## config.mk

```make
export PLATFORM = sky130hd
export DESIGN_NAME = smc_top
export DESIGN_NICKNAME = d
export VERILOG_FILES = /design/src/source/smc_size_pkg.sv /design/src/source/smc_state_pkg.sv /design/src/source/smc_access_fsm.sv /design/src/source/smc_addr.sv /design/src/source/smc_data_lane.sv /design/src/source/smc_top.sv
export SDC_FILE = /design/constraint.sdc
export NUM_CORES = 1
export LEC_CHECK = 0
export ABC_AREA = 0
export BUFFER_PORTS_ARGS = -buffer_cell sky130_fd_sc_hd__buf_2
export CAP_MARGIN = 15
export CORE_ASPECT_RATIO = 0.5
export CORE_MARGIN = 8
export CORE_UTILIZATION = 35
export CTS_CLUSTER_SIZE = 30
export DETAILED_ROUTE_END_ITERATION = 10
export PLACE_DENSITY = 0.72
export SLEW_MARGIN = 0
export SYNTH_ARGS = -nofsm -noshare
export SYNTH_HDL_FRONTEND = slang
export SYNTH_SLANG_ARGS = --single-unit
```

## constraint.sdc

```tcl
create_clock -name sys_clk28 -period 2.6 [get_ports sys_clk28]
set_input_delay 0.26 -clock sys_clk28 [delete_from_list [all_inputs] [get_ports sys_clk28]]
set_output_delay 0.26 -clock sys_clk28 [all_outputs]
set_load 0.1 [all_outputs]
```

## src/source/smc_size_pkg.sv

```systemverilog
// Little-endian ordering only; code 2'b11 is not a valid transfer or bus size
package smc_size_pkg;

   typedef logic [1:0] xfer_size_t;   // Host transfer size
   typedef logic [1:0] bus_size_t;    // External memory width

   localparam xfer_size_t XSIZ_8  = 2'b00;
   localparam xfer_size_t XSIZ_16 = 2'b01;
   localparam xfer_size_t XSIZ_32 = 2'b10;

   localparam bus_size_t BSIZ_8  = 2'b00;
   localparam bus_size_t BSIZ_16 = 2'b01;
   localparam bus_size_t BSIZ_32 = 2'b10;

   // Data word seen per byte lane or per halfword lane
   typedef union packed {
      logic [3:0][7:0]  b;          // Byte lanes, b[0] is bits 7:0
      logic [1:0][15:0] h;          // Halfword lanes, h[0] is bits 15:0
   } smc_word_u;

   // ------------------------------
   // Accesses needed, minus one
   // ------------------------------
   function automatic logic [1:0] num_access_f(xfer_size_t xs, bus_size_t bs);
      logic [1:0] n;
      n = 2'd0;                     // One access covers the rest
      case ({xs, bs})
         {XSIZ_32, BSIZ_8}:  n = 2'd3;   // Four byte accesses
         {XSIZ_32, BSIZ_16}: n = 2'd1;   // Two halfword accesses
         {XSIZ_16, BSIZ_8}:  n = 2'd1;   // Two byte accesses
         default:            n = 2'd0;
      endcase
      return n;
   endfunction

endpackage

```

## src/source/smc_state_pkg.sv

```systemverilog
// Encoding is internal to the controller; only SMC_RW drives the memory strobes
package smc_state_pkg;

   // Controller states
   typedef enum logic [2:0] {
      SMC_IDLE  = 3'd0,             // Waiting for req
      SMC_LE    = 3'd1,             // Latch / setup, one cycle
      SMC_RW    = 3'd2,             // Strobes active, WAIT_STATES+1 cycles
      SMC_FLOAT = 3'd3,             // Bus turnaround between accesses
      SMC_ACK   = 3'd4              // Holding ack until req drops
   } smc_state_t;

endpackage

```

## src/source/smc_access_fsm.sv

```systemverilog
// Host must hold req, write and sizes stable until ack; wait states fixed by WAIT_STATES
module smc_access_fsm
   import smc_size_pkg::*;
   import smc_state_pkg::*;
#(
   parameter int WAIT_STATES = 1    // Extra cycles per access in SMC_RW
)
(
   input  logic        sys_clk28,
   input  logic        n_sys_reset28,
   input  logic        req,
   input  logic        write,
   input  xfer_size_t  xfer_size,
   input  bus_size_t   bus_size,
   output logic        ack,
   output logic        valid_access,
   output logic        smc_done,
   output logic [1:0]  r_num_access,
   output smc_state_t  smc_nextstate,
   output logic        smc_n_we,
   output logic        capture
);

   // Wait counter width, at least one bit
   localparam int WCW = (WAIT_STATES > 0) ? $clog2(WAIT_STATES + 1) : 1;
   localparam logic [WCW-1:0] WAIT_LAST = WCW'(WAIT_STATES);

   smc_state_t      r_state;
   logic [WCW-1:0]  r_wait_cnt;     // Cycles spent in SMC_RW
   logic            last_wait;

   assign last_wait    = (r_wait_cnt == WAIT_LAST);
   assign valid_access = (r_state == SMC_LE);       // Single pulse per transfer
   assign smc_done     = (r_state == SMC_FLOAT);    // End of each access
   assign capture      = (r_state == SMC_RW) && last_wait;

   // ------------------------------
   // Next state
   // ------------------------------
   always_comb
   begin
      smc_nextstate = r_state;
      case (r_state)
         SMC_IDLE:
         begin
            if (req)
               smc_nextstate = SMC_LE;
         end
         SMC_LE:
            smc_nextstate = SMC_RW;
         SMC_RW:
         begin
            if (last_wait)
               smc_nextstate = SMC_FLOAT;
         end
         SMC_FLOAT:
         begin
            // Last access done when counter is empty
            if (r_num_access == 2'd0)
               smc_nextstate = SMC_ACK;
            else
               smc_nextstate = SMC_RW;
         end
         SMC_ACK:
         begin
            if (!req)                 // Back-pressure while req held
               smc_nextstate = SMC_IDLE;
         end
         default:
            smc_nextstate = SMC_IDLE;
      endcase
   end

   always_ff @(posedge sys_clk28 or negedge n_sys_reset28)
   begin
      if (!n_sys_reset28)
      begin
         r_state    <= SMC_IDLE;
         r_wait_cnt <= '0;
      end
      else
      begin
         r_state <= smc_nextstate;
         if ((r_state == SMC_RW) && !last_wait)
            r_wait_cnt <= r_wait_cnt + 1'b1;
         else
            r_wait_cnt <= '0;           // Fresh count for every access
      end
   end

   // ------------------------------
   // Access counter and strobes
   // ------------------------------
   always_ff @(posedge sys_clk28 or negedge n_sys_reset28)
   begin
      if (!n_sys_reset28)
      begin
         r_num_access <= 2'd0;
         smc_n_we     <= 1'b1;
         ack          <= 1'b0;
      end
      else
      begin
         if (valid_access)
            r_num_access <= num_access_f(xfer_size, bus_size);
         else if (smc_done && (r_num_access != 2'd0))
            r_num_access <= r_num_access - 2'd1;   // Count down per access
         smc_n_we <= !((smc_nextstate == SMC_RW) && write);
         ack      <= (smc_nextstate == SMC_ACK);   // Rises with entry to SMC_ACK
      end
   end

endmodule

```

## src/source/smc_addr.sv

```systemverilog
// Single chip select, little-endian access order; xfer_size and bus_size held stable by host
module smc_addr
   import smc_size_pkg::*;
   import smc_state_pkg::*;
(
   input  logic        sys_clk28,
   input  logic        n_sys_reset28,
   input  logic        valid_access,
   input  logic [1:0]  r_num_access,
   input  xfer_size_t  xfer_size,
   input  bus_size_t   bus_size,
   input  logic        cs,
   input  logic [31:0] addr,
   input  logic        smc_done,
   input  smc_state_t  smc_nextstate,
   output logic [31:0] smc_addr,
   output logic [3:0]  smc_n_be,
   output logic        smc_n_cs,
   output logic [3:0]  n_be
);

   logic        r_cs;               // Stored chip select
   logic [1:0]  r_addr;             // Stored low address bits
   logic        v_cs;
   logic [1:0]  v_addr;

   // Low address bits of the access with k accesses still to follow
   function automatic logic [1:0] low_bits_f(xfer_size_t xs, bus_size_t bs,
                                             logic [1:0] a, logic [1:0] k);
      logic [1:0] lb;
      lb = a;
      case ({xs, bs})
         {XSIZ_32, BSIZ_32}: lb = 2'b00;
         {XSIZ_32, BSIZ_16}: lb = {k[0], 1'b0};     // 10 then 00
         {XSIZ_32, BSIZ_8}:  lb = k;                // 11 down to 00
         {XSIZ_16, BSIZ_8}:  lb = {a[1], k[0]};     // High byte first
         {XSIZ_16, BSIZ_16},
         {XSIZ_16, BSIZ_32}: lb = {a[1], 1'b0};
         default:            lb = a;                // Bytes keep their address
      endcase
      return lb;
   endfunction

   // ------------------------------
   // Store cs and low bits
   // ------------------------------
   always_ff @(posedge sys_clk28 or negedge n_sys_reset28)
   begin
      if (!n_sys_reset28)
      begin
         r_cs   <= 1'b0;
         r_addr <= 2'b00;
      end
      else if (valid_access)
      begin
         r_cs   <= cs;
         r_addr <= addr[1:0];
      end
   end

   // Live values during SMC_LE, stored ones afterwards
   assign v_cs   = valid_access ? cs : r_cs;
   assign v_addr = valid_access ? addr[1:0] : r_addr;

   // ------------------------------
   // External address
   // ------------------------------
   always_ff @(posedge sys_clk28 or negedge n_sys_reset28)
   begin
      if (!n_sys_reset28)
         smc_addr <= 32'h0;
      else if (valid_access)
         smc_addr <= {addr[31:2],
                      low_bits_f(xfer_size, bus_size, addr[1:0],
                                 num_access_f(xfer_size, bus_size))};
      else if (smc_done && (r_num_access != 2'd0))
         smc_addr[1:0] <= low_bits_f(xfer_size, bus_size, r_addr,
                                     r_num_access - 2'd1);  // Next lower pair
   end

   // Internal byte enables, lanes follow the first address
   always_comb
   begin
      n_be = 4'b1111;
      if (v_cs)
      begin
         case ({xfer_size, bus_size})
            {XSIZ_8, BSIZ_8}:   n_be = 4'b1110;
            {XSIZ_8, BSIZ_16}:  n_be = v_addr[0] ? 4'b1101 : 4'b1110;
            {XSIZ_8, BSIZ_32}:  n_be = ~(4'b0001 << v_addr);    // One lane of four
            {XSIZ_16, BSIZ_8}:  n_be = 4'b1110;
            {XSIZ_16, BSIZ_16}: n_be = 4'b1100;
            {XSIZ_16, BSIZ_32}: n_be = v_addr[1] ? 4'b0011 : 4'b1100;
            {XSIZ_32, BSIZ_8}:  n_be = 4'b1110;
            {XSIZ_32, BSIZ_16}: n_be = 4'b1100;
            {XSIZ_32, BSIZ_32}: n_be = 4'b0000;
            default:            n_be = 4'b1111;        // Invalid size code
         endcase
      end
   end

   // Registered strobes, active only in SMC_RW
   always_ff @(posedge sys_clk28 or negedge n_sys_reset28)
   begin
      if (!n_sys_reset28)
      begin
         smc_n_cs <= 1'b1;
         smc_n_be <= 4'hF;
      end
      else if (smc_nextstate == SMC_RW)
      begin
         smc_n_cs <= ~v_cs;
         smc_n_be <= n_be;
      end
      else
      begin
         smc_n_cs <= 1'b1;
         smc_n_be <= 4'hF;
      end
   end

endmodule

```

## src/source/smc_data_lane.sv

```systemverilog
// wdata and rdata use natural byte positions; bytes outside the transfer read back as zero
module smc_data_lane
   import smc_size_pkg::*;
(
   input  logic        sys_clk28,
   input  logic        n_sys_reset28,
   input  logic        valid_access,
   input  logic        capture,
   input  logic [1:0]  r_num_access,
   input  xfer_size_t  xfer_size,
   input  bus_size_t   bus_size,
   input  logic [1:0]  addr,
   input  logic [31:0] wdata,
   input  logic [31:0] smc_data_in,
   input  logic [3:0]  n_be,
   output logic [31:0] smc_data_out,
   output logic [31:0] rdata
);

   smc_word_u   wr_word;            // Host write data
   smc_word_u   lane_word;          // Write data moved to bus lanes
   smc_word_u   in_word;            // Enabled read lanes only
   smc_word_u   rd_word;            // Assembled host read word
   logic [31:0] lane_mask;
   logic [1:0]  byte_sel;           // Host byte on an 8-bit bus
   logic        half_sel;           // Host halfword on a 16-bit bus

   assign wr_word   = wdata;
   assign lane_mask = {{8{~n_be[3]}}, {8{~n_be[2]}}, {8{~n_be[1]}}, {8{~n_be[0]}}};
   assign in_word   = smc_data_in & lane_mask;

   // Which host slice the current access carries
   always_comb
   begin
      case (xfer_size)
         XSIZ_32:
         begin
            byte_sel = r_num_access;               // Counts 3 down to 0
            half_sel = r_num_access[0];
         end
         XSIZ_16:
         begin
            byte_sel = {addr[1], r_num_access[0]};
            half_sel = addr[1];
         end
         default:
         begin
            byte_sel = addr;
            half_sel = addr[1];
         end
      endcase
   end

   // ------------------------------
   // Write lane steering
   // ------------------------------
   always_comb
   begin
      lane_word = '0;
      case (bus_size)
         BSIZ_8:  lane_word.b[0] = wr_word.b[byte_sel];
         BSIZ_16: lane_word.h[0] = wr_word.h[half_sel];
         default: lane_word = wr_word;             // Already in place
      endcase
   end

   assign smc_data_out = lane_word & lane_mask;    // Disabled lanes driven low

   // ------------------------------
   // Read assembly
   // ------------------------------
   always_ff @(posedge sys_clk28 or negedge n_sys_reset28)
   begin
      if (!n_sys_reset28)
         rd_word <= '0;
      else if (valid_access)
         rd_word <= '0;                            // New transfer starts clean
      else if (capture)
      begin
         case (bus_size)
            BSIZ_8:  rd_word.b[byte_sel] <= in_word.b[0];
            BSIZ_16: rd_word.h[half_sel] <= in_word.h[0];
            default: rd_word <= in_word;
         endcase
      end
   end

   assign rdata = rd_word;          // Held through ack

endmodule

```

## src/source/smc_top.sv

```systemverilog
// One chip select, little-endian; host follows the four-phase req/ack rule
module smc_top
   import smc_size_pkg::*;
   import smc_state_pkg::*;
#(
   parameter int WAIT_STATES = 1
)
(
   input  logic        sys_clk28,
   input  logic        n_sys_reset28,
   // Host side
   input  logic        req,
   input  logic        write,
   input  logic [31:0] addr,
   input  xfer_size_t  xfer_size,
   input  bus_size_t   bus_size,
   input  logic        cs,
   input  logic [31:0] wdata,
   output logic        ack,
   output logic [31:0] rdata,
   // Memory side
   output logic [31:0] smc_addr,
   output logic        smc_n_cs,
   output logic [3:0]  smc_n_be,
   output logic        smc_n_we,
   output logic [31:0] smc_data_out,
   input  logic [31:0] smc_data_in
);

   logic        valid_access;       // Pulse in SMC_LE
   logic        smc_done;           // Pulse per finished access
   logic        capture;            // Last SMC_RW cycle
   logic [1:0]  r_num_access;       // Accesses still to follow
   logic [3:0]  n_be;               // Unregistered byte enables
   smc_state_t  smc_nextstate;

   smc_access_fsm #(
      .WAIT_STATES (WAIT_STATES)
   ) u_fsm (
      .sys_clk28     (sys_clk28),
      .n_sys_reset28 (n_sys_reset28),
      .req           (req),
      .write         (write),
      .xfer_size     (xfer_size),
      .bus_size      (bus_size),
      .ack           (ack),
      .valid_access  (valid_access),
      .smc_done      (smc_done),
      .r_num_access  (r_num_access),
      .smc_nextstate (smc_nextstate),
      .smc_n_we      (smc_n_we),
      .capture       (capture)
   );

   smc_addr u_addr (
      .sys_clk28     (sys_clk28),
      .n_sys_reset28 (n_sys_reset28),
      .valid_access  (valid_access),
      .r_num_access  (r_num_access),
      .xfer_size     (xfer_size),
      .bus_size      (bus_size),
      .cs            (cs),
      .addr          (addr),
      .smc_done      (smc_done),
      .smc_nextstate (smc_nextstate),
      .smc_addr      (smc_addr),
      .smc_n_be      (smc_n_be),
      .smc_n_cs      (smc_n_cs),
      .n_be          (n_be)
   );

   // Lane choice follows the byte enables
   smc_data_lane u_data (
      .sys_clk28     (sys_clk28),
      .n_sys_reset28 (n_sys_reset28),
      .valid_access  (valid_access),
      .capture       (capture),
      .r_num_access  (r_num_access),
      .xfer_size     (xfer_size),
      .bus_size      (bus_size),
      .addr          (addr[1:0]),
      .wdata         (wdata),
      .smc_data_in   (smc_data_in),
      .n_be          (n_be),
      .smc_data_out  (smc_data_out),
      .rdata         (rdata)
   );

endmodule

```

# == Word level (Yosys, flattened, before mapping) ==
# Cells that the tools add are included.
# classes
reduce_logical,20
eq_ne,17
shifts,1
bitwise,8
order_cmp,4
add_sub_neg,2
n_mux,40
# op_table
operator,n
$and A32 B32 Y32,2
$bwmux W32,2
$mux W16,4
$mux W32,2
$pmux W32 S2,1
$pmux W8 S2,2
$pmux W4 S6,1
$pmux W2 S5,2
$bmux W8 S2,1
$demux W16 S1,1
$demux W8 S2,1
$mux W8,2
$pmux W3 S5,1
$mux W2,7
$eq A4 B3 Y1 const B,3
$eq A4 B4 Y1 const B,3
$mux W3,4
$mux W4,3
$eq A3 B2 Y1 const B,3
$pmux W2 S2,2
$reduce_or A2 Y1,4
$eq A3 B3 Y1 const B,2
$logic_and A1 B1 Y1,6
$reduce_bool A2 Y1,3
20 further kinds,30
# word_totals
in_bits,105
output_inout_bits,103
elab_cells,104
ff_bits,80

# == Depth between registers and ports, before layout ==
# Gate-level depths: netlist (run 1).
# depth
depth_word,12
depth_mapped,11
ltp_nobuf,8

# == Cells and area by module ==
# From an unflattened synthesis (run 1), not the netlist that was laid out.
# hier_totals
cells_unflattened,672
hier_area_um2,5885.6
# modules_own_cells
mod,cells_per_inst,seq_area_each_um2,instances,area_each_um2
smc_data_lane,498,800.8,1,3714.8
smc_addr,132,1007.2,1,1736.7
smc_access_fsm,42,201.4,1,434.2

# == Least setup slack after synthesis (run 1) ==
# No wires, ideal clock.
# synth_path
path_kind,flip-flop to output port
from,register u_fsm.r_state[0]
to,output port smc_data_out[7]
arrival_time_ps,3500
slack_ps,-1160
path_stages_with_launch,11
path_cell_list,dfrtp_1 > or3b_1 > buf_2 > mux2i_4 > inv_2 > a221o_4 > nor2_4 > buf_6 > buf_6 > o21ai_1 > a21oi_1
# synth_via
elab_chain_cells,8
elab_cells_between_ends,11
cone_classes,eq/ne: 1; shift: 1; mux: 6; bitwise: 3
# synth_rtl
element,line_no,source
start: declaration,smc_access_fsm.sv:28,smc_state_t r_state;
start signal: assignment,smc_access_fsm.sv:83,r_state <= smc_nextstate;
$eq A3 B1 Y1 (*),smc_access_fsm.sv:33,assign valid_access = (r_state == SMC_LE);
$mux W2 (*),n/a,
via u_addr.v_addr[1],smc_addr.sv:25,logic [1:0] v_addr;
$shl A1 B2 Y4,smc_addr.sv:90,"{XSIZ_8, BSIZ_32}: n_be = ~(4'b0001 << v_addr);"
$not A4 Y4,smc_addr.sv:90,
$pmux W4 S6 (*),smc_addr.sv:87,"case ({xfer_size, bus_size})"
$mux W4 (*),smc_addr.sv:85,if (v_cs)
$not A1 Y1 (*),smc_data_lane.sv:29,"assign lane_mask = {{8{~n_be[3]}}, {8{~n_be[2]}}, {8{~n_be[1]}}, {8{~n_be[0]}}};"
$and A32 B32 Y32 (*),smc_data_lane.sv:67,assign smc_data_out = lane_word & lane_mask;
end: declaration,smc_top.sv:26,"output logic [31:0] smc_data_out,"
# Mark *: on every way through the listed nets, which the timed path passes. The rest lies on a longest branch.

# == Final worst setup path (run 1) ==
# layout_path
from,register u_fsm.r_state[1]
to,output port smc_data_out[15]
# Same word-level chain as after synthesis.

==> impl_summary.log, run 1 <==
[metrics] starting density of the core: 35.7%
[metrics] highest clock rate: 343 MHz
[metrics] post-route fraction of the period consumed by the critical path: 112%
[metrics] CTS max path bufs: 2
[metrics] synth warn: 0
[metrics] aggregate global-route resource usage: 20.6%
[metrics] class of the tightest hold or removal check: input pin to flop
[metrics] number of global-route vias before repair: 5,994
[metrics] max-capacitance violation count: 0
[metrics] gate count of the mapped netlist: 633
[metrics] worst path required time: 2.34 ns
[metrics] Detail Route Antenna Nets: 0
[metrics] CTS root buf: clkbuf_16
[metrics] count of port buffers added during placement: 207
[metrics] most common cell after layout, fill and taps aside: nand2_1
[metrics] hold violation count in the final report: 0
[metrics] relative slew slack: 44.1%
[metrics] signal arrival time at the worst endpoint: 2.65 ns
[metrics] syn_nets: 742
[metrics] cell area after layout: 0.00843 sq mm
[metrics] final core utilization: 58.4%
[metrics] transition at the pin with the smallest max-transition slack: 0.835 ns
[metrics] highest-count cells in the layout ignoring fill and taps: 188 x nand2_1, 174 x buf_2, 74 x dfrtp_1
[metrics] final net count: 982
[metrics] number of instances in the placed design: 1,040
[metrics] crit path buf inv count: 3
[metrics] outcome: finished with violations
[metrics] Slowest Stage Delay on Critical Path: 0.44 ns
[metrics] proportion of layout cells with a drive suffix above 1: 44.9%
[metrics] library cell with the largest summed area after synthesis: dfrtp_1
[metrics] DP Wirelength: 15,500 um
[metrics] number of top-level pins: 208
[metrics] unrepaired setup endpoints after global routing: true
[metrics] source-to-sink clock delay at the later pin of the worst-skew pair: 0.35 ns
[metrics] routed vias/inst: 5.74
[metrics] height of the die: 102 um
[metrics] remaining design rule violation count: 0
[metrics] violations in the final reports: setup timing
[metrics] number of synthesized register bits: 80
[metrics] core box area: 0.0144 sq mm
[metrics] cell family with the largest share of critical-path delay: simple AND/OR/NAND/NOR gates
[metrics] share of the synthesized area in the top cell type: 36.0%
[metrics] wire length per cell: 20.7 um
[metrics] total global routing overflow: 0
[metrics] number of enable-type register cells in the synthesized netlist: 0
[metrics] proportion of synthesized flip-flops having asynchronous set or reset: 100%
[metrics] critical path peak fanout: 8
[metrics] CTS tree: built
[metrics] overall die width: 187 um
[metrics] 1st-pass router iterations: 6
[metrics] clock-pin slew of the registers on the worst-case setup and hold paths: 0.06 ns
[metrics] Max VDD drop: 0.638 mV
[metrics] post-synth design cell area: 0.00515 sq mm
[metrics] global-route wire length before repair: 31,800 um
[metrics] startpoint type of the worst setup path: flop
[metrics] total CTS buffers: 9
[metrics] number of clock sinks seen by CTS: 80
[metrics] slowest cell on the critical path: or3b_4
[metrics] first-iteration detailed-routing DRC count: 654
[metrics] Post-Place Setup Slack: -0.183 ns
[metrics] category of the most critical setup path: flop to output port
[metrics] total number of vias: 6,182
[metrics] setup clock skew after layout: 0.0106 ns
[metrics] floorplan die area: 0.0191 sq mm
[metrics] final wirelength: 22,300 um
[metrics] Synth Flop Type: dfrtp_1
[metrics] Top cell by count, worst path: buf_12
[metrics] critical-path cell list: or3b_4 > mux2i_4 > inv_2 > a221o_4 > or3_4 > buf_12 > nor2_4 > buf_12
[metrics] post-route setup slack: -0.314 ns
[metrics] max-slew violation count: 0
[metrics] register area share after synthesis: 39.0%
[metrics] pin count of the biggest net entering global routing: 47
[metrics] # setup viols final: 45
[metrics] Area contributors post-synth: dfrtp_1 36%, nand2_1 14%, mux2i_1 5.1%
[metrics] CP endpoint kind: output port
[metrics] antenna violations before repair: 4
[metrics] row count: 31
[metrics] number of distinct library cells after synthesis: 54
[metrics] synthesized area per cell: 8.13 sq um
[metrics] signed area change from the synthesized netlist to the final layout: 63.8%
[metrics] Period minus WS final: 2.91 ns
[metrics] pwr/cell area: 1310 mW/mm^2
[metrics] Final Instance Count excl. Fillers: 1,077
[metrics] final estimated routing congestion in global placement: 0.888
[metrics] level count of the clock H-tree: 3
[metrics] setup tns final: -8.74 ns
[metrics] reported leakage power: 3.95 nW
[metrics] area of placed instances: 0.00740 sq mm
## routing by layer
layer	share of wire [%]	global-route usage, %	vias up
li1	-	-	2757
met1	37	24.3	2970
met2	50	36.3	363
met3	8.6	4.98	86
met4	3.9	7.88	6
met5	0.18	0	-
## synth_stat cells (3+ instances only)
master and number:
nand2b_1 10, nor2b_1 5, o32ai_1 8, a311oi_1 4, a21o_1 4, nand3_1 3, a221oi_1 16, mux2i_1 26
nor2_1 30, and2_1 16, o41ai_2 8, nor3b_1 4, clkbuf_1 37, a22oi_1 23, a31oi_1 41, nand2_1 188
o21ai_0 45, a222oi_1 4, o21ai_1 4, nor3_1 3, inv_1 15, dfrtp_1 74, o22ai_1 4, dfstp_2 6
a21oi_1 15, ha_1 4
## worst paths after layout
kind	cells past startpoint	endpoint	slack, ns	from
worst max-delay path	8	smc_data_out[15]	-0.31	u_fsm.r_state[1]$_DFF_PN0_
worst min-delay path	2	u_fsm.smc_n_we$_DFF_PN1_	0.03	write
worst max register to register	11	u_data.rdata[18]$_DFFE_PN0P_	-0.09	u_fsm.r_state[1]$_DFF_PN0_
worst min register to register	2	u_addr.smc_addr[27]$_DFFE_PN0N_	0.47	u_addr.smc_addr[27]$_DFFE_PN0N_
max in group asynchronous	3	u_addr.smc_n_be[2]$_DFF_PN1_	1.48	n_sys_reset28
min in group asynchronous	2	u_addr.smc_addr[21]$_DFFE_PN0N_	0.42	n_sys_reset28
## power by group
part           total, mW  switching, mW  internal [mW]
Sequential          2.08          0.321           1.76
Combinational       7.49           5.67           1.82
Clock               1.45          0.582          0.864
Total               11.0           6.58           4.44
## registers in the layout, summed over array words and instances, names as in the netlist
register / cells
u_addr.r_cs: 1
u_addr.smc_addr: 32
u_addr.smc_n_cs: 1
u_fsm.last_wait: 1
u_addr.r_addr: 2
u_fsm.r_state: 3
u_addr.smc_n_be: 4
u_data.rdata: 32
u_fsm.ack: 1
u_fsm.smc_n_we: 1
u_fsm.r_num_access: 2
## per-stage QoR
step	power, mW	hold WS, ns
final	11.0	0.0334
after global routing	11.4	0.0457
after CTS	10.6	0.0229
after detailed placement	9.02	0.254
after global placement	8.91	0.256
after floorplan	7.36	-0.0356
## timing repair
| item | CTS | global route |
|---|---|---|
| hold endpoints to repair | 33 | 0 |
| gates cloned | 0 | 3 |
| setup buffers | 9 | 10 |
| gates resized for setup | 9 | 58 |
| pin swaps | 18 | 47 |
| endpoints found under the setup margin | 62 | 64 |
| hold buffers | 1 | 0 |
## final cells by class
cell class / count / area, sq um
Sequential cell: 80 / 2010
Fill cell: 1201 / 6000
Timing Repair Buffer: 273 / 2280
Clock inverter: 7 / 109
Tap cell: 198 / 248
Multi-Input combinational cell: 493 / 3500
Antenna cell: 1 / 2.50
Clock buffer: 9 / 225
Inverter: 16 / 60.1
## cell families (layout without fill, tap and decap cells)
logic type                 Yosys count  in the layout  share of synthesized area (%)
buffers and inverters               60            305                           4.79
and+or+nand+nor                    274            274                           23.5
DFF                                 80             80                           39.0
adders and majority gates            4              4                          0.973
AOI/OAI and AO/OA                  187            187                           25.9
other                                0              1                              0
muxes                               28             28                           5.71
(Power assumes the default switching activity.)
==> run 2, diff against run 1 <==
--- a/config.mk
+++ b/config.mk
@@ -10,10 +10,10 @@
 export CAP_MARGIN = 15
 export CORE_ASPECT_RATIO = 0.5
 export CORE_MARGIN = 8
-export CORE_UTILIZATION = 35
+export CORE_UTILIZATION = 40
 export CTS_CLUSTER_SIZE = 30
 export DETAILED_ROUTE_END_ITERATION = 10
-export PLACE_DENSITY = 0.72
+export PLACE_DENSITY = 0.8
 export SLEW_MARGIN = 0
 export SYNTH_ARGS = -nofsm -noshare
 export SYNTH_HDL_FRONTEND = slang
==> run 2 against run 1 <==
Compared with the run above:
- utilization rose by 2.9 points
- critical path depth did not move
- first-iteration DRC count fell by 23%
- cell area fell by 8.1%
- the flow finishes with violations (hold timing, setup timing)
- fmax rose by 0.61%
- combinational power fell by 6.5%
- clock power fell by 10%
- sequential cell count did not move
- clock-buffer cell count rose by 5
==> impl_summary.log, run 2 (synthesized netlist as in run 1, its figures left out) <==
[metrics] setup clock skew after layout: 0.00767 ns (-0.00296 ns)
[metrics] pin count of the biggest net entering global routing: 56 (+19%)
[metrics] signal arrival time at the worst endpoint: 2.64 ns (about the same)
[metrics] hold buffers post-CTS: 0 (-1)
[metrics] CTS root buf: clkbuf_16
[metrics] CTS max path bufs: 2 (unchanged)
[metrics] number of global-route vias before repair: 6,050 (+0.93%)
[metrics] height of the die: 96.2 um (-5.4%)
[metrics] floorplan die area: 0.0170 sq mm (-11%)
[metrics] max-capacitance violation count: 0 (unchanged)
[metrics] max-slew violation count: 0 (unchanged)
[metrics] relative slew slack: 34.2% (-10 points)
[metrics] final net count: 960 (-2.2%)
[metrics] Total Power: 10.4 mW (-5.6%)
[metrics] Critical Path Source: u_fsm.r_state[2]$_DFF_PN0_
[metrics] outcome: finished with violations
[metrics] top layer in use: met5
[metrics] global-route wire length before repair: 31,500 um (-1.1%)
[metrics] detailed route wirelength on metal3: 2350 um (+23%)
[metrics] 1st-pass router iterations: 5 (-1)
[metrics] post-route fraction of the period consumed by the critical path: 111% (-0.68 points)
[metrics] worst path required time: 2.34 ns (about the same)
[metrics] CP endpoint kind: output port
[metrics] Worst Reg2Reg Path Length in Cells: 9 (-2)
[metrics] class of the tightest hold or removal check: input pin to async pin
[metrics] row count: 29 (-6.5%)
[metrics] worst r2r src: u_fsm.r_state[2]$_DFF_PN0_
[metrics] wire length per cell: 19.6 um (-5.1%)
[metrics] area of placed instances: 0.00727 sq mm (-1.8%)
[metrics] routed vias/inst: 6.01 (+4.7%)
[metrics] category of the most critical setup path: flop to output port
[metrics] final wirelength: 20,100 um (-9.6%)
[metrics] pwr/cell area: 1340 mW/mm^2 (+2.7%)
[metrics] hold violation count in the final report: 31 (+31)
[metrics] signed area change from the synthesized netlist to the final layout: 50.6%
[metrics] first-iteration detailed-routing DRC count: 501 (-23%)
[metrics] total global routing overflow: 0 (unchanged)
[metrics] final core utilization: 61.4% (+2.9 points)
[metrics] Final Instance Count excl. Fillers: 1,026 (-4.7%)
[metrics] setup slack of the worst register-to-register path: -0.02 ns (+0.07 ns)
[metrics] Detail Route Antenna Nets: 0 (unchanged)
[metrics] # setup viols final: 34 (-24%)
[metrics] Worst Hold Margin: -0.0214 ns (-0.0548 ns)
[metrics] number of top-level pins: 208 (unchanged)
[metrics] setup tns final: -7.19 ns (+1.54 ns)
[metrics] unrepaired setup endpoints after global routing: true
[metrics] aggregate global-route resource usage: 22.9% (+2.3 points)
[metrics] Period minus WS final: 2.90 ns (-0.0178 ns)
[metrics] overall die width: 176 um (-5.9%)
[metrics] RR Endpoint: u_data.rdata[18]$_DFFE_PN0P_
[metrics] clock-pin slew of the registers on the worst-case setup and hold paths: 0.06 ns (about the same)
[metrics] antenna cells: 0 (-1)
[metrics] proportion of layout cells with a drive suffix above 1: 39.6% (-5.3 points)
[metrics] post-route setup slack: -0.296 ns (+0.0178 ns)
[metrics] reported leakage power: 3.74 nW (-5.3%)
[metrics] startpoint type of the worst setup path: flop
[metrics] transition at the pin with the smallest max-transition slack: 0.984 ns (+0.149 ns)
[metrics] total CTS buffers: 9 (unchanged)
[metrics] CTS tree: built
[metrics] antenna violations before repair: 2 (-2)
[metrics] count of port buffers added during placement: 207 (unchanged)
[metrics] amount of wire on met2 after detailed routing: 9340 um (-17%)
[metrics] highest clock rate: 345 MHz (+0.61%)
[metrics] remaining design rule violation count: 0 (unchanged)
[metrics] most common cell after layout, fill and taps aside: nand2_1
[metrics] DP Wirelength: 14,800 um (-5.0%)
[metrics] total number of vias: 6,165 (-0.27%)
[metrics] violations in the final reports: hold timing, setup timing
[metrics] number of instances in the placed design: 1,001 (-3.8%)
[metrics] starting density of the core: 40.8% (+5.1 points)
[metrics] critical path peak fanout: 8 (unchanged)
[metrics] source-to-sink clock delay at the later pin of the worst-skew pair: 0.34 ns (about the same)
[metrics] core box area: 0.0126 sq mm (-12%)
[metrics] level count of the clock H-tree: 3 (unchanged)
[metrics] routed metal-1 wire length: 7480 um (-9.4%)
[metrics] cell area after layout: 0.00775 sq mm (-8.1%)
[metrics] Max VDD drop: 0.933 mV (+46%)
[metrics] Post-Place Setup Slack: -0.338 ns (-0.155 ns)
[metrics] number of clock sinks seen by CTS: 80 (unchanged)
[metrics] final estimated routing congestion in global placement: 0.930 (+4.7%)
[metrics] highest-count cells in the layout ignoring fill and taps: 188 x nand2_1, 174 x buf_2, 74 x dfrtp_1
## run 2: area by class of cell
cell class / count / area, sq um
fill: 999 / 4880
clock buffer: 14 / 264
sequential: 80 / 2010
inverter: 16 / 60.1
timing repair buffer: 251 / 2000
clock inverter: 2 / 37.5
multi-input combinational: 493 / 3170
tap: 170 / 213
## run 2: per-layer routing
metal / vias to the layer above / global-route usage (%)
li1: 2709 / -
met1: 2854 / 28.2
met2: 486 / 37.2
met3: 112 / 6.34
met4: 4 / 10.8
met5: - / 0
## run 2: what timing repair did
item                                    in CTS  in global routing
pin swaps                                    9                  6
endpoints found under the setup margin      58                 49
resized for setup                           10                  8
buffers inserted                             7                  3
## run 2: report_power, final
group / internal (mW) / switching [mW]
sequential: 1.76 / 0.338
clock: 0.798 / 0.505
combinational: 1.56 / 5.44
total: 4.12 / 6.29
## run 2: worst max-delay path, stage by stage (launching register included)
cell	delay [ns]
dfrtp_1	0.39
or3b_4	0.42
mux2i_4	0.21
inv_2	0.06
a221o_4	0.39
or3_4	0.35
buf_12	0.17
nor2_4	0.12
buf_12	0.18
## run 2: worst max-delay path by stage
stage | endpoint | slack, ns | depth (start not counted)
floorplan | smc_data_out[10] | -0.27 | 8
global placement | u_data.rdata[5]$_DFFE_PN0P_ | -0.20 | 8
detailed placement | u_data.rdata[3]$_DFFE_PN0P_ | -0.34 | 8
CTS | smc_data_out[11] | -0.25 | 8
global route | smc_data_out[8] | -0.35 | 8
finish | smc_data_out[8] | -0.30 | 8
==> run 3, diff against run 2 <==
--- a/config.mk
+++ b/config.mk
@@ -14,6 +14,7 @@
 export CTS_CLUSTER_SIZE = 30
 export DETAILED_ROUTE_END_ITERATION = 10
 export PLACE_DENSITY = 0.8
+export SKIP_CTS_REPAIR_TIMING = 1
 export SLEW_MARGIN = 0
 export SYNTH_ARGS = -nofsm -noshare
 export SYNTH_HDL_FRONTEND = slang
==> run 3 against run 2 <==
Compared with the run above:
- the run still ends with hold timing, setup timing left
- critical path depth grew 2
- setup slack lost 0.010 ns
- sequential share of layout area grew 0.059 points
- routed wire length shrank 0.33%
- highest routed layer unchanged
- sequential power is essentially flat
- cell count shrank 0.19%
- utilization shrank 0.14 points
- sequential cell count is the same
- largest cell class unchanged
==> impl_summary.log, run 3 (synthesized netlist as in run 1, its figures left out) <==
[metrics] clock-pin slew of the registers on the worst-case setup and hold paths: 0.06 ns (about the same)
[metrics] setup slack of the worst register-to-register path: -0.01 ns (about the same)
[metrics] source-to-sink clock delay at the later pin of the worst-skew pair: 0.34 ns (about the same)
[metrics] Final Instance Count excl. Fillers: 1,024 (-0.19%)
[metrics] global-route wire length before repair: 30,900 um (-1.7%)
[metrics] worst path required time: 2.34 ns (about the same)
[metrics] # setup viols final: 33 (-2.9%)
[metrics] CTS root buf: clkbuf_16
[metrics] post-route fraction of the period consumed by the critical path: 112% (+0.40 points)
[metrics] CTS tree: built
[metrics] pwr/cell area: 1340 mW/mm^2 (+0.14%)
[metrics] DP Wirelength: 14,800 um (unchanged)
[metrics] number of global-route vias before repair: 5,978 (-1.2%)
[metrics] grt met3 use: 6.34% (unchanged)
[metrics] most common cell after layout, fill and taps aside: nand2_1
[metrics] area of placed instances: 0.00727 sq mm (unchanged)
[metrics] outcome: finished with violations
[metrics] number of top-level pins: 208 (unchanged)
[metrics] Worst Hold Margin: -0.0174 ns (+0.00398 ns)
[metrics] critical path peak fanout: 6 (-2)
[metrics] total number of vias: 6,059 (-1.7%)
[metrics] aggregate global-route resource usage: 22.4% (-0.44 points)
[metrics] routed vias/inst: 5.92 (-1.5%)
[metrics] core box area: 0.0126 sq mm (unchanged)
[metrics] proportion of layout cells with a drive suffix above 1: 39.2% (-0.38 points)
[metrics] floorplan die area: 0.0170 sq mm (unchanged)
[metrics] final core utilization: 61.2% (-0.14 points)
[metrics] 1st-pass router iterations: 5 (unchanged)
[metrics] max-capacitance violation count: 0 (unchanged)
[metrics] met1 usage: 27.8% (-0.43 points)
[metrics] overall die width: 176 um (unchanged)
[metrics] first-iteration detailed-routing DRC count: 487 (-2.8%)
[metrics] total CTS buffers: 9 (unchanged)
[metrics] unrepaired setup endpoints after global routing: true
[metrics] Detail Route Antenna Nets: 0 (unchanged)
[metrics] category of the most critical setup path: flop to output port
[metrics] max-slew violation count: 0 (unchanged)
[metrics] Total Power: 10.4 mW (about the same)
[metrics] highest clock rate: 344 MHz (-0.36%)
[metrics] number of instances in the placed design: 1,001 (unchanged)
[metrics] signed area change from the synthesized netlist to the final layout: 50.3%
[metrics] final estimated routing congestion in global placement: 0.930 (unchanged)
[metrics] Period minus WS final: 2.91 ns (+0.0105 ns)
[metrics] setup clock skew after layout: 0.00745 ns (-0.000220 ns)
[metrics] number of clock sinks seen by CTS: 80 (unchanged)
[metrics] row count: 29 (unchanged)
[metrics] violations in the final reports: hold timing, setup timing
[metrics] CTS max path bufs: 2 (unchanged)
[metrics] highest-count cells in the layout ignoring fill and taps: 188 x nand2_1, 174 x buf_2, 74 x dfrtp_1
[metrics] antenna violations before repair: 2 (unchanged)
[metrics] reported leakage power: 3.74 nW (-0.20%)
[metrics] GRT met2 Usage: 36.5% (-0.67 points)
[metrics] hold violation count in the final report: 22 (-29%)
[metrics] remaining design rule violation count: 0 (unchanged)
[metrics] total global routing overflow: 0 (unchanged)
[metrics] startpoint type of the worst setup path: flop
[metrics] final net count: 958 (-0.21%)
[metrics] wire length per cell: 19.6 um (-0.13%)
[metrics] transition at the pin with the smallest max-transition slack: 0.982 ns (-0.00171 ns)
[metrics] cell area after layout: 0.00773 sq mm (-0.23%)
[metrics] setup tns final: -6.34 ns (+0.852 ns)
[metrics] final wirelength: 20,100 um (-0.33%)
[metrics] CP endpoint kind: output port
[metrics] starting density of the core: 40.8% (unchanged)
[metrics] class of the tightest hold or removal check: input pin to async pin
[metrics] Max VDD drop: 0.933 mV (about the same)
[metrics] signal arrival time at the worst endpoint: 2.65 ns (about the same)
[metrics] count of port buffers added during placement: 207 (unchanged)
[metrics] layer with the highest usage: met2
[metrics] pin count of the biggest net entering global routing: 56 (unchanged)
[metrics] post-route setup slack: -0.307 ns (-0.0105 ns)
[metrics] level count of the clock H-tree: 3 (unchanged)
[metrics] height of the die: 96.2 um (unchanged)
[metrics] antenna cells: 0 (unchanged)
[metrics] relative slew slack: 34.3% (+0.11 points)
run 3: changes by cell type in the layout (fill, tap and decap cells not counted), sizes merged:
| cell | change |
|---|---|
| buf | -2 |
run 3: metal layers:
| metal | vias up | part of all wire (%) |
|---|---|---|
| met5 | - | 0.080 |
| met4 | 4 | 3.6 |
| met3 | 84 | 11 |
| met2 | 442 | 47 |
| met1 | 2823 | 39 |
| li1 | 2706 | - |
run 3: path summary, 6_finish.rpt:
kind,from,to,depth (start not counted)
setup reg to reg,u_fsm.r_state[2]$_DFF_PN0_,u_data.rdata[18]$_DFFE_PN0P_,9
hold / removal,n_sys_reset28,u_addr.smc_addr[16]$_DFFE_PN0N_,1
hold reg to reg,u_addr.smc_addr[4]$_DFFE_PN0N_,u_addr.smc_addr[4]$_DFFE_PN0N_,2
setup / recovery,u_fsm.r_state[2]$_DFF_PN0_,smc_data_out[7],10
min in group sys_clk28,write,u_fsm.smc_n_we$_DFF_PN1_,2
max in group asynchronous,n_sys_reset28,u_data.rdata[1]$_DFFE_PN0P_,2
run 3: area by class of cell:
cell class | count | area [sq um]
Tap cell | 170 | 213
Clock inverter | 2 | 37.5
Multi-Input combinational cell | 493 | 3170
Fill cell | 1006 | 4890
Clock buffer | 14 | 264
Timing Repair Buffer | 249 | 1980
Inverter | 16 | 60.1
Sequential cell | 80 | 2010
run 3: worst max-delay path, stage by stage, from the launching register on:
cell	delay, ns
dfrtp_1	0.39
or3b_4	0.42
mux2i_4	0.22
inv_2	0.06
a221o_4	0.39
buf_12	0.14
nor2_4	0.14
buf_12	0.15
o21ai_4	0.06
a21oi_4	0.14
buf_12	0.19
run 3: through the flow:
step	setup slack, ns	hold WS [ns]
6_report	-0.307	-0.0174
5_1_grt	-0.394	0.0368
4_1_cts	-0.560	0.0125
3_5_place_dp	-0.338	0.371
3_3_place_gp	-0.198	0.358
2_1_floorplan	-0.271	-0.0356
run 3: power by group:
group | switching [mW] | leakage, nW | internal [mW] | total [mW]
sequential | 0.336 | 1.01 | 1.76 | 2.10
combinational | 5.44 | 2.58 | 1.55 | 6.99
clock | 0.506 | 0.143 | 0.798 | 1.30
total | 6.28 | 3.74 | 4.11 | 10.4
